==> config.mk <==
export PLATFORM = sky130hd
export DESIGN_NAME = iq_proc_top
export DESIGN_NICKNAME = d
export VERILOG_FILES = /design/src/verilog/iq_proc_pkg.sv /design/src/verilog/iq_apb_regs.sv /design/src/verilog/iq_decode.sv /design/src/verilog/iq_execute.sv /design/src/verilog/iq_proc_top.sv /design/src/verilog/iq_result.sv /design/src/verilog/stream_flop2.sv
export SDC_FILE = /design/constraint.sdc
export NUM_CORES = 2
export LEC_CHECK = 0
export ABC_AREA = 1
export CORE_UTILIZATION = 34
export CTS_CLUSTER_SIZE = 24
export DETAILED_ROUTE_END_ITERATION = 10
export DONT_BUFFER_PORTS = 1
export PLACE_DENSITY = 0.46
export SLEW_MARGIN = 15
export SYNTH_ARGS = -nofsm -noshare
export SYNTH_HDL_FRONTEND = slang
export SYNTH_SLANG_ARGS = --single-unit
==> constraint.sdc <==
create_clock -name clk -period 6.8 [get_ports clk]
set_input_delay 0.68 -clock clk [delete_from_list [all_inputs] [get_ports clk]]
set_output_delay 0.68 -clock clk [all_outputs]
set_load 0.01 [all_outputs]
==> src/verilog/iq_proc_pkg.sv <==
// Shared types and constants for the IQ sample processor
// Components are signed 16-bit two's complement; the gain is signed Q1.14
// Execute-stage values are widened to WIDE_W bits before the final saturation
`default_nettype none

package iq_proc_pkg;

  // Component and arithmetic widths
  localparam int SAMPLE_W  = 16;
  localparam int GAIN_FRAC = 14;
  localparam int WIDE_W    = 18;

  // Saturation bounds for the output sample and for the widened execute values
  localparam int SAMPLE_MAX = (1 << (SAMPLE_W - 1)) - 1;
  localparam int SAMPLE_MIN = -(1 << (SAMPLE_W - 1));
  localparam int WIDE_MAX   = (1 << (WIDE_W - 1)) - 1;
  localparam int WIDE_MIN   = -(1 << (WIDE_W - 1));

  // Half an LSB of the Q1.14 product, added before the arithmetic shift
  localparam int ROUND_HALF = 1 << (GAIN_FRAC - 1);

  // APB register map
  localparam int APB_AW = 8;
  localparam logic [APB_AW-1:0] REG_GAIN    = 8'h00;
  localparam logic [APB_AW-1:0] REG_CTRL    = 8'h04;
  localparam logic [APB_AW-1:0] REG_SAMPLES = 8'h08;
  localparam logic [APB_AW-1:0] REG_SATS    = 8'h0C;

  // Unity gain in Q1.14
  localparam logic [SAMPLE_W-1:0] GAIN_RESET = 16'h4000;

  typedef enum logic [1:0] {
    OP_PASS  = 2'd0,
    OP_CONJ  = 2'd1,
    OP_SWAP  = 2'd2,
    OP_SCALE = 2'd3
  } iq_op_e;

  // Stream payload at the top-level input and output
  typedef struct packed {
    logic [SAMPLE_W-1:0] i;
    logic [SAMPLE_W-1:0] q;
    logic                last;
  } iq_sample_t;

  // Input beat: sample plus its operation sideband
  typedef struct packed {
    iq_sample_t sample;
    iq_op_e     op;
  } iq_in_t;

  // Decoded control, at most one flag set
  typedef struct packed {
    iq_sample_t sample;
    logic       swap;
    logic       negate_q;
    logic       scale;
  } iq_ctrl_t;

  // Execute-stage result before saturation
  typedef struct packed {
    logic [WIDE_W-1:0] i;
    logic [WIDE_W-1:0] q;
    logic              last;
  } iq_wide_t;

endpackage

`default_nettype wire

==> src/verilog/iq_apb_regs.sv <==
// APB slave with zero wait states, PREADY tied high
// Gain reads back zero-extended; counters are read-only and wrap at 2^32
// A control write of bit 0 clears the stream buffers and both counters
`timescale 1ns/100ps
`default_nettype none

module iq_apb_regs (
  input  wire                              clk,
  input  wire                              i_reset,
  input  wire                              i_psel,
  input  wire                              i_penable,
  input  wire                              i_pwrite,
  input  wire [iq_proc_pkg::APB_AW-1:0]    i_paddr,
  input  wire [31:0]                       i_pwdata,
  output logic [31:0]                      o_prdata,
  output logic                             o_pready,
  output logic                             o_pslverr,
  input  wire                              i_sample_done,
  input  wire                              i_sat,
  output logic [iq_proc_pkg::SAMPLE_W-1:0] o_gain,
  output logic                             o_clear
);

  import iq_proc_pkg::*;

  logic        access;
  logic        wr;
  logic        mapped;
  logic        read_only;
  logic [31:0] samples_cnt;
  logic [31:0] sats_cnt;

  // Transfers complete in the access phase
  assign access    = i_psel && i_penable;
  assign wr        = access && i_pwrite;
  assign mapped    = (i_paddr == REG_GAIN) || (i_paddr == REG_CTRL) ||
                     (i_paddr == REG_SAMPLES) || (i_paddr == REG_SATS);
  assign read_only = (i_paddr == REG_SAMPLES) || (i_paddr == REG_SATS);

  assign o_pready  = 1'b1;
  assign o_pslverr = access && (!mapped || (i_pwrite && read_only));

  always_ff @(posedge clk) begin
    if (i_reset) begin
      o_gain  <= GAIN_RESET;
      o_clear <= 1'b0;
    end else begin
      if (wr && (i_paddr == REG_GAIN)) begin
        o_gain <= i_pwdata[SAMPLE_W-1:0];
      end
      // Single-cycle pulse, the control register itself holds nothing
      o_clear <= wr && (i_paddr == REG_CTRL) && i_pwdata[0];
    end
  end

  // Counters count delivered samples, writes from the bus are ignored
  always_ff @(posedge clk) begin
    if (i_reset || o_clear) begin
      samples_cnt <= '0;
      sats_cnt    <= '0;
    end else begin
      if (i_sample_done) begin
        samples_cnt <= samples_cnt + 32'd1;
      end
      if (i_sat) begin
        sats_cnt <= sats_cnt + 32'd1;
      end
    end
  end

  always_comb begin
    unique case (i_paddr)
      REG_GAIN:    o_prdata = {{(32-SAMPLE_W){1'b0}}, o_gain};
      REG_SAMPLES: o_prdata = samples_cnt;
      REG_SATS:    o_prdata = sats_cnt;
      default:     o_prdata = 32'd0;
    endcase
  end

  // The master must select the slave before entering the access phase
  a_penable_psel : assert property (@(posedge clk) disable iff (i_reset)
    $rose(i_penable) |-> i_psel);

endmodule

`default_nettype wire

==> src/verilog/iq_decode.sv <==
// Decode stage: operation code to one-hot control flags
// One cycle of latency through its output buffer
`timescale 1ns/100ps
`default_nettype none

module iq_decode (
  input  wire                    clk,
  input  wire                    i_reset,
  input  wire                    i_clear,
  input  iq_proc_pkg::iq_in_t    i_in,
  input  wire                    i_in_valid,
  output logic                   o_in_ready,
  output iq_proc_pkg::iq_ctrl_t  o_ctrl,
  output logic                   o_ctrl_valid,
  input  wire                    i_ctrl_ready
);

  import iq_proc_pkg::*;

  iq_ctrl_t ctrl;

  // Each code sets at most one flag, pass sets none
  always_comb begin
    ctrl.sample   = i_in.sample;
    ctrl.swap     = 1'b0;
    ctrl.negate_q = 1'b0;
    ctrl.scale    = 1'b0;
    unique case (i_in.op)
      OP_CONJ:  ctrl.negate_q = 1'b1;
      OP_SWAP:  ctrl.swap     = 1'b1;
      OP_SCALE: ctrl.scale    = 1'b1;
      default:  ;
    endcase
  end

  stream_flop2 #(.T(iq_ctrl_t)) u_buf (
    .clk     (clk),
    .i_reset (i_reset),
    .i_clear (i_clear),
    .i_data  (ctrl),
    .i_valid (i_in_valid),
    .o_ready (o_in_ready),
    .o_data  (o_ctrl),
    .o_valid (o_ctrl_valid),
    .i_ready (i_ctrl_ready)
  );

endmodule

`default_nettype wire

==> src/verilog/iq_execute.sv <==
// Execute stage: swap, Q negation or gain multiply into 18-bit values
// The gain is sampled as a beat enters the buffer, so change it only when idle
// Scaling rounds half up before the shift and clips to the 18-bit range
`timescale 1ns/100ps
`default_nettype none

module iq_execute (
  input  wire                    clk,
  input  wire                    i_reset,
  input  wire                    i_clear,
  input  wire [15:0]             i_gain,
  input  iq_proc_pkg::iq_ctrl_t  i_ctrl,
  input  wire                    i_ctrl_valid,
  output logic                   o_ctrl_ready,
  output iq_proc_pkg::iq_wide_t  o_wide,
  output logic                   o_wide_valid,
  input  wire                    i_wide_ready
);

  import iq_proc_pkg::*;

  logic signed [WIDE_W-1:0] ext_i;
  logic signed [WIDE_W-1:0] ext_q;
  logic signed [31:0]       prod_i;
  logic signed [31:0]       prod_q;
  logic signed [31:0]       rnd_i;
  logic signed [31:0]       rnd_q;
  iq_wide_t                 wide;

  // Limit a rounded product to what the widened path can carry
  function automatic logic [WIDE_W-1:0] clip_wide(input logic signed [31:0] v);
    if (v > WIDE_MAX) begin
      return WIDE_W'(WIDE_MAX);
    end else if (v < WIDE_MIN) begin
      return WIDE_W'(WIDE_MIN);
    end
    return v[WIDE_W-1:0];
  endfunction

  always_comb begin
    // Sign extension leaves room for negating -32768
    ext_i  = $signed(i_ctrl.sample.i);
    ext_q  = $signed(i_ctrl.sample.q);
    // Q1.14 product, then round and drop the fraction
    prod_i = $signed(i_ctrl.sample.i) * $signed(i_gain);
    prod_q = $signed(i_ctrl.sample.q) * $signed(i_gain);
    rnd_i  = (prod_i + ROUND_HALF) >>> GAIN_FRAC;
    rnd_q  = (prod_q + ROUND_HALF) >>> GAIN_FRAC;

    wide.last = i_ctrl.sample.last;
    if (i_ctrl.scale) begin
      wide.i = clip_wide(rnd_i);
      wide.q = clip_wide(rnd_q);
    end else if (i_ctrl.swap) begin
      wide.i = ext_q;
      wide.q = ext_i;
    end else if (i_ctrl.negate_q) begin
      wide.i = ext_i;
      wide.q = -ext_q;
    end else begin
      wide.i = ext_i;
      wide.q = ext_q;
    end
  end

  stream_flop2 #(.T(iq_wide_t)) u_buf (
    .clk     (clk),
    .i_reset (i_reset),
    .i_clear (i_clear),
    .i_data  (wide),
    .i_valid (i_ctrl_valid),
    .o_ready (o_ctrl_ready),
    .o_data  (o_wide),
    .o_valid (o_wide_valid),
    .i_ready (i_wide_ready)
  );

  // Decode must never hand over more than one operation per beat
  a_one_op : assert property (@(posedge clk) disable iff (i_reset)
    i_ctrl_valid |-> $onehot0({i_ctrl.swap, i_ctrl.negate_q, i_ctrl.scale}));

endmodule

`default_nettype wire

==> src/verilog/iq_proc_top.sv <==
// IQ sample processor top level: decode, execute and result stages plus APB registers
// Three cycles from input transfer to output valid with no back-pressure
// Up to six beats in flight; a soft clear drops them all
`timescale 1ns/100ps
`default_nettype none

module iq_proc_top (
  input  wire                           clk,
  input  wire                           i_reset,
  input  iq_proc_pkg::iq_in_t           i_in,
  input  wire                           i_in_valid,
  output logic                          o_in_ready,
  output iq_proc_pkg::iq_sample_t       o_out,
  output logic                          o_out_valid,
  input  wire                           i_out_ready,
  input  wire                           i_psel,
  input  wire                           i_penable,
  input  wire                           i_pwrite,
  input  wire [iq_proc_pkg::APB_AW-1:0] i_paddr,
  input  wire [31:0]                    i_pwdata,
  output logic [31:0]                   o_prdata,
  output logic                          o_pready,
  output logic                          o_pslverr
);

  import iq_proc_pkg::*;

  // Stage-to-stage streams
  iq_ctrl_t            ctrl;
  logic                ctrl_valid;
  logic                ctrl_ready;
  iq_wide_t            wide;
  logic                wide_valid;
  logic                wide_ready;
  // Register block side signals
  logic [SAMPLE_W-1:0] gain;
  logic                clear;
  logic                sample_done;
  logic                sat;

  iq_decode u_decode (
    .clk          (clk),
    .i_reset      (i_reset),
    .i_clear      (clear),
    .i_in         (i_in),
    .i_in_valid   (i_in_valid),
    .o_in_ready   (o_in_ready),
    .o_ctrl       (ctrl),
    .o_ctrl_valid (ctrl_valid),
    .i_ctrl_ready (ctrl_ready)
  );

  iq_execute u_execute (
    .clk          (clk),
    .i_reset      (i_reset),
    .i_clear      (clear),
    .i_gain       (gain),
    .i_ctrl       (ctrl),
    .i_ctrl_valid (ctrl_valid),
    .o_ctrl_ready (ctrl_ready),
    .o_wide       (wide),
    .o_wide_valid (wide_valid),
    .i_wide_ready (wide_ready)
  );

  iq_result u_result (
    .clk           (clk),
    .i_reset       (i_reset),
    .i_clear       (clear),
    .i_wide        (wide),
    .i_wide_valid  (wide_valid),
    .o_wide_ready  (wide_ready),
    .o_out         (o_out),
    .o_out_valid   (o_out_valid),
    .i_out_ready   (i_out_ready),
    .o_sample_done (sample_done),
    .o_sat         (sat)
  );

  iq_apb_regs u_regs (
    .clk           (clk),
    .i_reset       (i_reset),
    .i_psel        (i_psel),
    .i_penable     (i_penable),
    .i_pwrite      (i_pwrite),
    .i_paddr       (i_paddr),
    .i_pwdata      (i_pwdata),
    .o_prdata      (o_prdata),
    .o_pready      (o_pready),
    .o_pslverr     (o_pslverr),
    .i_sample_done (sample_done),
    .i_sat         (sat),
    .o_gain        (gain),
    .o_clear       (clear)
  );

endmodule

`default_nettype wire

==> src/verilog/iq_result.sv <==
// Result stage: saturate 18-bit values back to 16-bit components
// Done and saturation events fire on output transfer, not on entry
`timescale 1ns/100ps
`default_nettype none

module iq_result (
  input  wire                      clk,
  input  wire                      i_reset,
  input  wire                      i_clear,
  input  iq_proc_pkg::iq_wide_t    i_wide,
  input  wire                      i_wide_valid,
  output logic                     o_wide_ready,
  output iq_proc_pkg::iq_sample_t  o_out,
  output logic                     o_out_valid,
  input  wire                      i_out_ready,
  output logic                     o_sample_done,
  output logic                     o_sat
);

  import iq_proc_pkg::*;

  iq_sample_t sample;
  logic       sat_i;
  logic       sat_q;
  logic       sat_held;

  // Clamp each component and note whether either one hit a rail
  always_comb begin
    sat_i = 1'b1;
    sat_q = 1'b1;
    if ($signed(i_wide.i) > SAMPLE_MAX) begin
      sample.i = SAMPLE_W'(SAMPLE_MAX);
    end else if ($signed(i_wide.i) < SAMPLE_MIN) begin
      sample.i = SAMPLE_W'(SAMPLE_MIN);
    end else begin
      sample.i = i_wide.i[SAMPLE_W-1:0];
      sat_i    = 1'b0;
    end
    if ($signed(i_wide.q) > SAMPLE_MAX) begin
      sample.q = SAMPLE_W'(SAMPLE_MAX);
    end else if ($signed(i_wide.q) < SAMPLE_MIN) begin
      sample.q = SAMPLE_W'(SAMPLE_MIN);
    end else begin
      sample.q = i_wide.q[SAMPLE_W-1:0];
      sat_q    = 1'b0;
    end
    sample.last = i_wide.last;
  end

  stream_flop2 #(.T(iq_sample_t)) u_buf (
    .clk     (clk),
    .i_reset (i_reset),
    .i_clear (i_clear),
    .i_data  (sample),
    .i_valid (i_wide_valid),
    .o_ready (o_wide_ready),
    .o_data  (o_out),
    .o_valid (o_out_valid),
    .i_ready (i_out_ready)
  );

  // Saturation flag rides in a parallel buffer with the same handshake
  stream_flop2 #(.T(logic)) u_sat_buf (
    .clk     (clk),
    .i_reset (i_reset),
    .i_clear (i_clear),
    .i_data  (sat_i || sat_q),
    .i_valid (i_wide_valid),
    .o_ready (),
    .o_data  (sat_held),
    .o_valid (),
    .i_ready (i_out_ready)
  );

  assign o_sample_done = o_out_valid && i_out_ready;
  assign o_sat         = o_sample_done && sat_held;

endmodule

`default_nettype wire

==> src/verilog/stream_flop2.sv <==
// Two-entry registered stream buffer with one cycle of latency
// Input ready never depends combinationally on output ready
// The source must hold valid and data until the transfer; reset and clear drop only valids
`timescale 1ns/100ps
`default_nettype none

module stream_flop2 #(
  parameter type T = logic [31:0]
) (
  input  wire  clk,
  input  wire  i_reset,
  input  wire  i_clear,
  input  T     i_data,
  input  wire  i_valid,
  output logic o_ready,
  output T     o_data,
  output logic o_valid,
  input  wire  i_ready
);

  // Main register takes every input beat, skid register catches it on a stall
  T     data_main;
  T     data_skid;
  logic valid_main;
  logic valid_skid;

  always_ff @(posedge clk) begin
    // Load the main register whenever there is room
    if (o_ready) begin
      data_main  <= i_data;
      valid_main <= i_valid;
    end
    if (i_ready) begin
      if (o_ready) begin
        data_skid <= data_main;
        // Skid drains back to the direct path once the main entry is empty
        if (valid_skid) begin
          valid_skid <= valid_main;
        end
      end else begin
        // Both full and skid consumed, so the main entry moves up
        data_skid  <= data_main;
        valid_skid <= valid_main;
        valid_main <= 1'b0;
      end
    end else if (!valid_skid) begin
      // Output stalled, park the main entry in the skid register
      data_skid  <= data_main;
      valid_skid <= valid_main;
    end
    if (i_reset || i_clear) begin
      valid_main <= 1'b0;
      valid_skid <= 1'b0;
    end
  end

  // Ready is a function of the stored valid bits only
  assign o_ready = !i_reset && !(valid_main && valid_skid);

  // The skid entry is always the older one when both are held
  assign o_valid = valid_skid || valid_main;
  assign o_data  = valid_skid ? data_skid : data_main;

  // Back-pressure only ever follows a beat held against a stalled output
  a_ready_full : assert property (@(posedge clk) disable iff (i_reset)
    !o_ready |-> $past(o_valid && !i_ready));

  // A beat offered downstream stays put until it is taken
  a_out_stable : assert property (@(posedge clk) disable iff (i_reset || i_clear)
    (o_valid && !i_ready) |=> (o_valid && $stable(o_data)));

endmodule

`default_nettype wire
==> impl_metrics.tcl <==
set metrics [dict create \
    first_pass_iters 6 \
    rows 115 \
    drc 0 \
    cap_viol_max_count 0 \
    routed_via_density 4.82 \
    syn_area_sq_mm 0.0339 \
    total_power_w 0.00526 \
    swShare_pct 32.1 \
    synth_top_cell_by_area "fa_1" \
    route.met3.wl_microns 6350 \
    synth.yosys.warnings 0 \
    gr-total-overflow 0 \
    synth.ff_latch_count 303 \
    cts_made_buffers 41 \
    utilization_pct 39.0 \
    routed_wl_microns 114000 \
    outcome "finished clean" \
    path_class "flop to flop" \
    cp_max_fo 14 \
    pre_cts_ws_ns 0.0195 \
    critPathLaunchType "flop" \
    fin_worst_skew_ns 0.0573 \
    final_max_slew_viol_count 0 \
    h-tree-depth 2 \
    wl_met1_microns 52900 \
    grt_usage_pct 22.7 \
    worst_slew_pin_slew_ns 0.920 \
    diodes 0 \
    synth_area_per_cell_sq_um 7.83 \
    syn_nets 5098 \
    synth_seq_area_share_pct 21.0 \
    maxSlewHeadroom_pct 38.7 \
    p_sw_w 0.00169 \
    first_global_vias 27600 \
    fp.dieH_microns 318 \
    nFillCells 10400 \
    layout-drive-gt1-share_pct 9.63 \
    routed.top_layer "met5" \
    hold_viol 0 \
    cts-root-buf "clkbuf_16" \
    placed_area_sq_mm 0.0370 \
    fin_crit_sh_pct 96.5 \
    rsz0062_at_grt "yes" \
    synth_flop_cell "dfxtp_1" \
    fp.dieW_microns 318 \
    insertion_delay_ns 0.62 \
    finalSetupViolCount 0 \
    layout_common_cells "nand2_1 (982), inv_1 (879), fa_1 (519), nor2_1 (452), o21ai_0 (273)" \
    initial_core_util_pct 34.4 \
    drt_iter0_markers 1795 \
    vias 28000 \
    dpl.hpwl_microns 91600 \
    internal-power_w 0.00357 \
    io_pins 151 \
    area_growth_pct 13.4 \
    p_per_area_mw_per_mm2 137 \
    pwr-share-comb_pct 19.7 \
    worstPathArrival_ns 6.94 \
    async_flop_share_pct 0 \
    synthTopCellsByArea "fa_1 (31%), dfxtp_1 (12%), nand2_1 (11%), inv_1 (9.8%), edfxtp_1 (9.5%)" \
    cp.required_ns 7.17 \
    wl_met2_microns 51800 \
    die-area_sq_mm 0.101 \
    cts_hold_buf 0 \
    io_buffer_count 0 \
    period_minus_slack_ns 6.56 \
    coreArea_sq_mm 0.0986 \
    fin_nets 5246 \
    peakVddDrop_mv 0.129 \
    min_path_type "primary input to flop" \
    clk_pin_slew_ns 0.08 \
    p_clk_share_pct 40.4 \
    syn_inst 4335 \
    routedWlPerCell_microns 19.6 \
    mostFrequentLayoutCell "nand2_1" \
    ys_types 52 \
    max_freq_ghz 0.152 \
    setup_slack_ns 0.236 \
    seq_power_share_pct 39.9 \
    cp-end-kind "flop" \
    gp_congestion 0.903 \
    synth-edff-count 107 \
    clk_path_buf_depth 3 \
    final_area_sq_mm 0.0385 \
    antenna_found_initial 7 \
    cts.sinks 303 \
    ant_nets 0 \
    synth.top_cell.area_share_pct 30.9 \
    p_leak_nw 18.3 \
    cts_tree "yes" \
    grt_max_degree 72 \
    grt_pass1_wl_microns 174000 \
]
==> logic make-up (layout without fill, tap and decap cells) <==
family	count (synthesis)	count (layout)	synth area share [%]
AND/OR/NAND/NOR	1695	1695	20.3
buffers and inverters	1078	1259	12.1
adder cells (fa/ha/maj)	681	681	36.7
AO/OA/AOI/OAI	523	523	8.39
flip-flops	303	303	21.0
XOR/XNOR	50	50	1.29
multiplexers	4	4	0.118
other	1	1	0.0111
==> per-layer routing <==
layer | up-vias | GRT usage [%]
li1 | 13500 | -
met1 | 13700 | 32.4
met2 | 716 | 36.3
met3 | 118 | 3.05
met4 | 8 | 5.48
met5 | - | 0
==> worst max-delay path, cell delays in order (launching register included) <==
cell and delay, ns:
dfxtp_4 0.41, inv_2 0.09, buf_12 0.16, or2_2 0.28, nand2_2 0.13, clkinvlp_4 0.25, nand2_1 0.16, fa_1 0.43
fa_1 0.52, fa_1 0.52, inv_1 0.06, fa_1 0.54, fa_1 0.50, inv_1 0.05, fa_1 0.47, inv_1 0.04
ha_1 0.31, nand2_1 0.14, nor2_1 0.13, nand2_1 0.06, and2_1 0.15, nand2_1 0.17, nand2_1 0.07, nand2_1 0.15
xnor2_1 0.12, buf_4 0.16, o21ai_1 0.29
==> synth_stat cells, types with 6 or more instances <==
cell and number:
inv_2 12, nand3_1 97, o221ai_1 19, edfxtp_1 107
nand3b_1 7, buf_6 6, ha_1 157, o21ai_2 11
o21ai_1 22, a21oi_1 133, o21ai_0 281, nor2_1 457
nand2_1 985, or2_2 19, a31oi_1 7, nand4_1 33
o22ai_1 18, dfxtp_1 196, inv_1 885, a21o_1 7
buf_1 8, nor3_1 48, clkbuf_1 135, buf_2 18
xor2_1 36, nor4_1 13, xnor2_1 14, clkinv_1 13
fa_1 524, o21bai_1 9, nor2_2 10
==> final cells by class <==
class                      count  area (sq um)  share of cell area, %
timing repair buffer         273          2240                   5.81
sequential                   303          7140                   18.6
inverter                     910          3440                   8.94
clock inverter                22           198                  0.514
multi-input combinational   2954         22800                   59.1
tap                         1287          1610                   4.19
clock buffer                  54          1090                   2.85
==> through the flow <==
step | setup TNS [ns] | std cells | hold WS, ns
2_1_floorplan | 0 | 4335 | 0.406
3_3_place_gp | 0 | 5722 | 0.427
3_5_place_dp | 0 | 5722 | 0.433
4_1_cts | 0 | 5798 | 0.111
5_1_grt | -0.00525 | 5803 | 0.123
6_report | 0 | 5803 | 0.146
==> registers in the layout (all words and copies together) (netlist names) <==
name                           flops
u_regs.samples_cnt                32
u_execute.u_buf.valid_skid         1
u_regs.sats_cnt                   32
u_decode.u_buf.valid_skid          1
u_execute.u_buf.data_skid         37
u_execute.u_buf.data_main         37
u_decode.u_buf.data_main          36
u_regs.o_clear                     1
u_result.u_buf.data_skid          33
u_regs.o_gain                     16
u_execute.u_buf.valid_main         1
u_result.u_sat_buf.valid_skid      1
u_result.u_buf.valid_skid          1
u_result.u_sat_buf.data_main       1
u_decode.u_buf.valid_main          1
u_result.u_sat_buf.data_skid       1
u_result.u_buf.data_main          33
u_result.u_buf.valid_main          1
u_decode.u_buf.data_skid          36
u_result.u_sat_buf.valid_main      1
==> path summary, 6_finish.rpt <==
check | from | end | slack [ns] | depth (start not counted)
max | u_decode.u_buf.valid_skid | u_execute.u_buf.data_main[22] | 0.24 | 26
min | i_in[31] | u_decode.u_buf.data_main[32] | 0.15 | 0
max reg2reg | u_decode.u_buf.valid_skid | u_execute.u_buf.data_main[22] | 0.24 | 26
min reg2reg | u_regs.o_clear | u_decode.u_buf.valid_main | 0.44 | 1
==> power by group through the flow <==
stage               clock [W]  sequential (W)  combinational [W]
global placement            0         0.00213            0.00102
finish                0.00213         0.00210            0.00104
global route          0.00226         0.00211            0.00115
floorplan                   0         0.00211           0.000571
detailed placement          0         0.00213            0.00102
CTS                   0.00220         0.00210            0.00103
==> timing repair <==
action | CTS | global route
setup buffers | 0 | 5
pin swaps | 0 | 1
hold endpoints to repair | 0 | 0
endpoints found under the setup margin | 1 | 30
gates cloned | 0 | 0
gates resized for setup | 1 | 35
No activity file was read; power rests on OpenSTA's default activity.
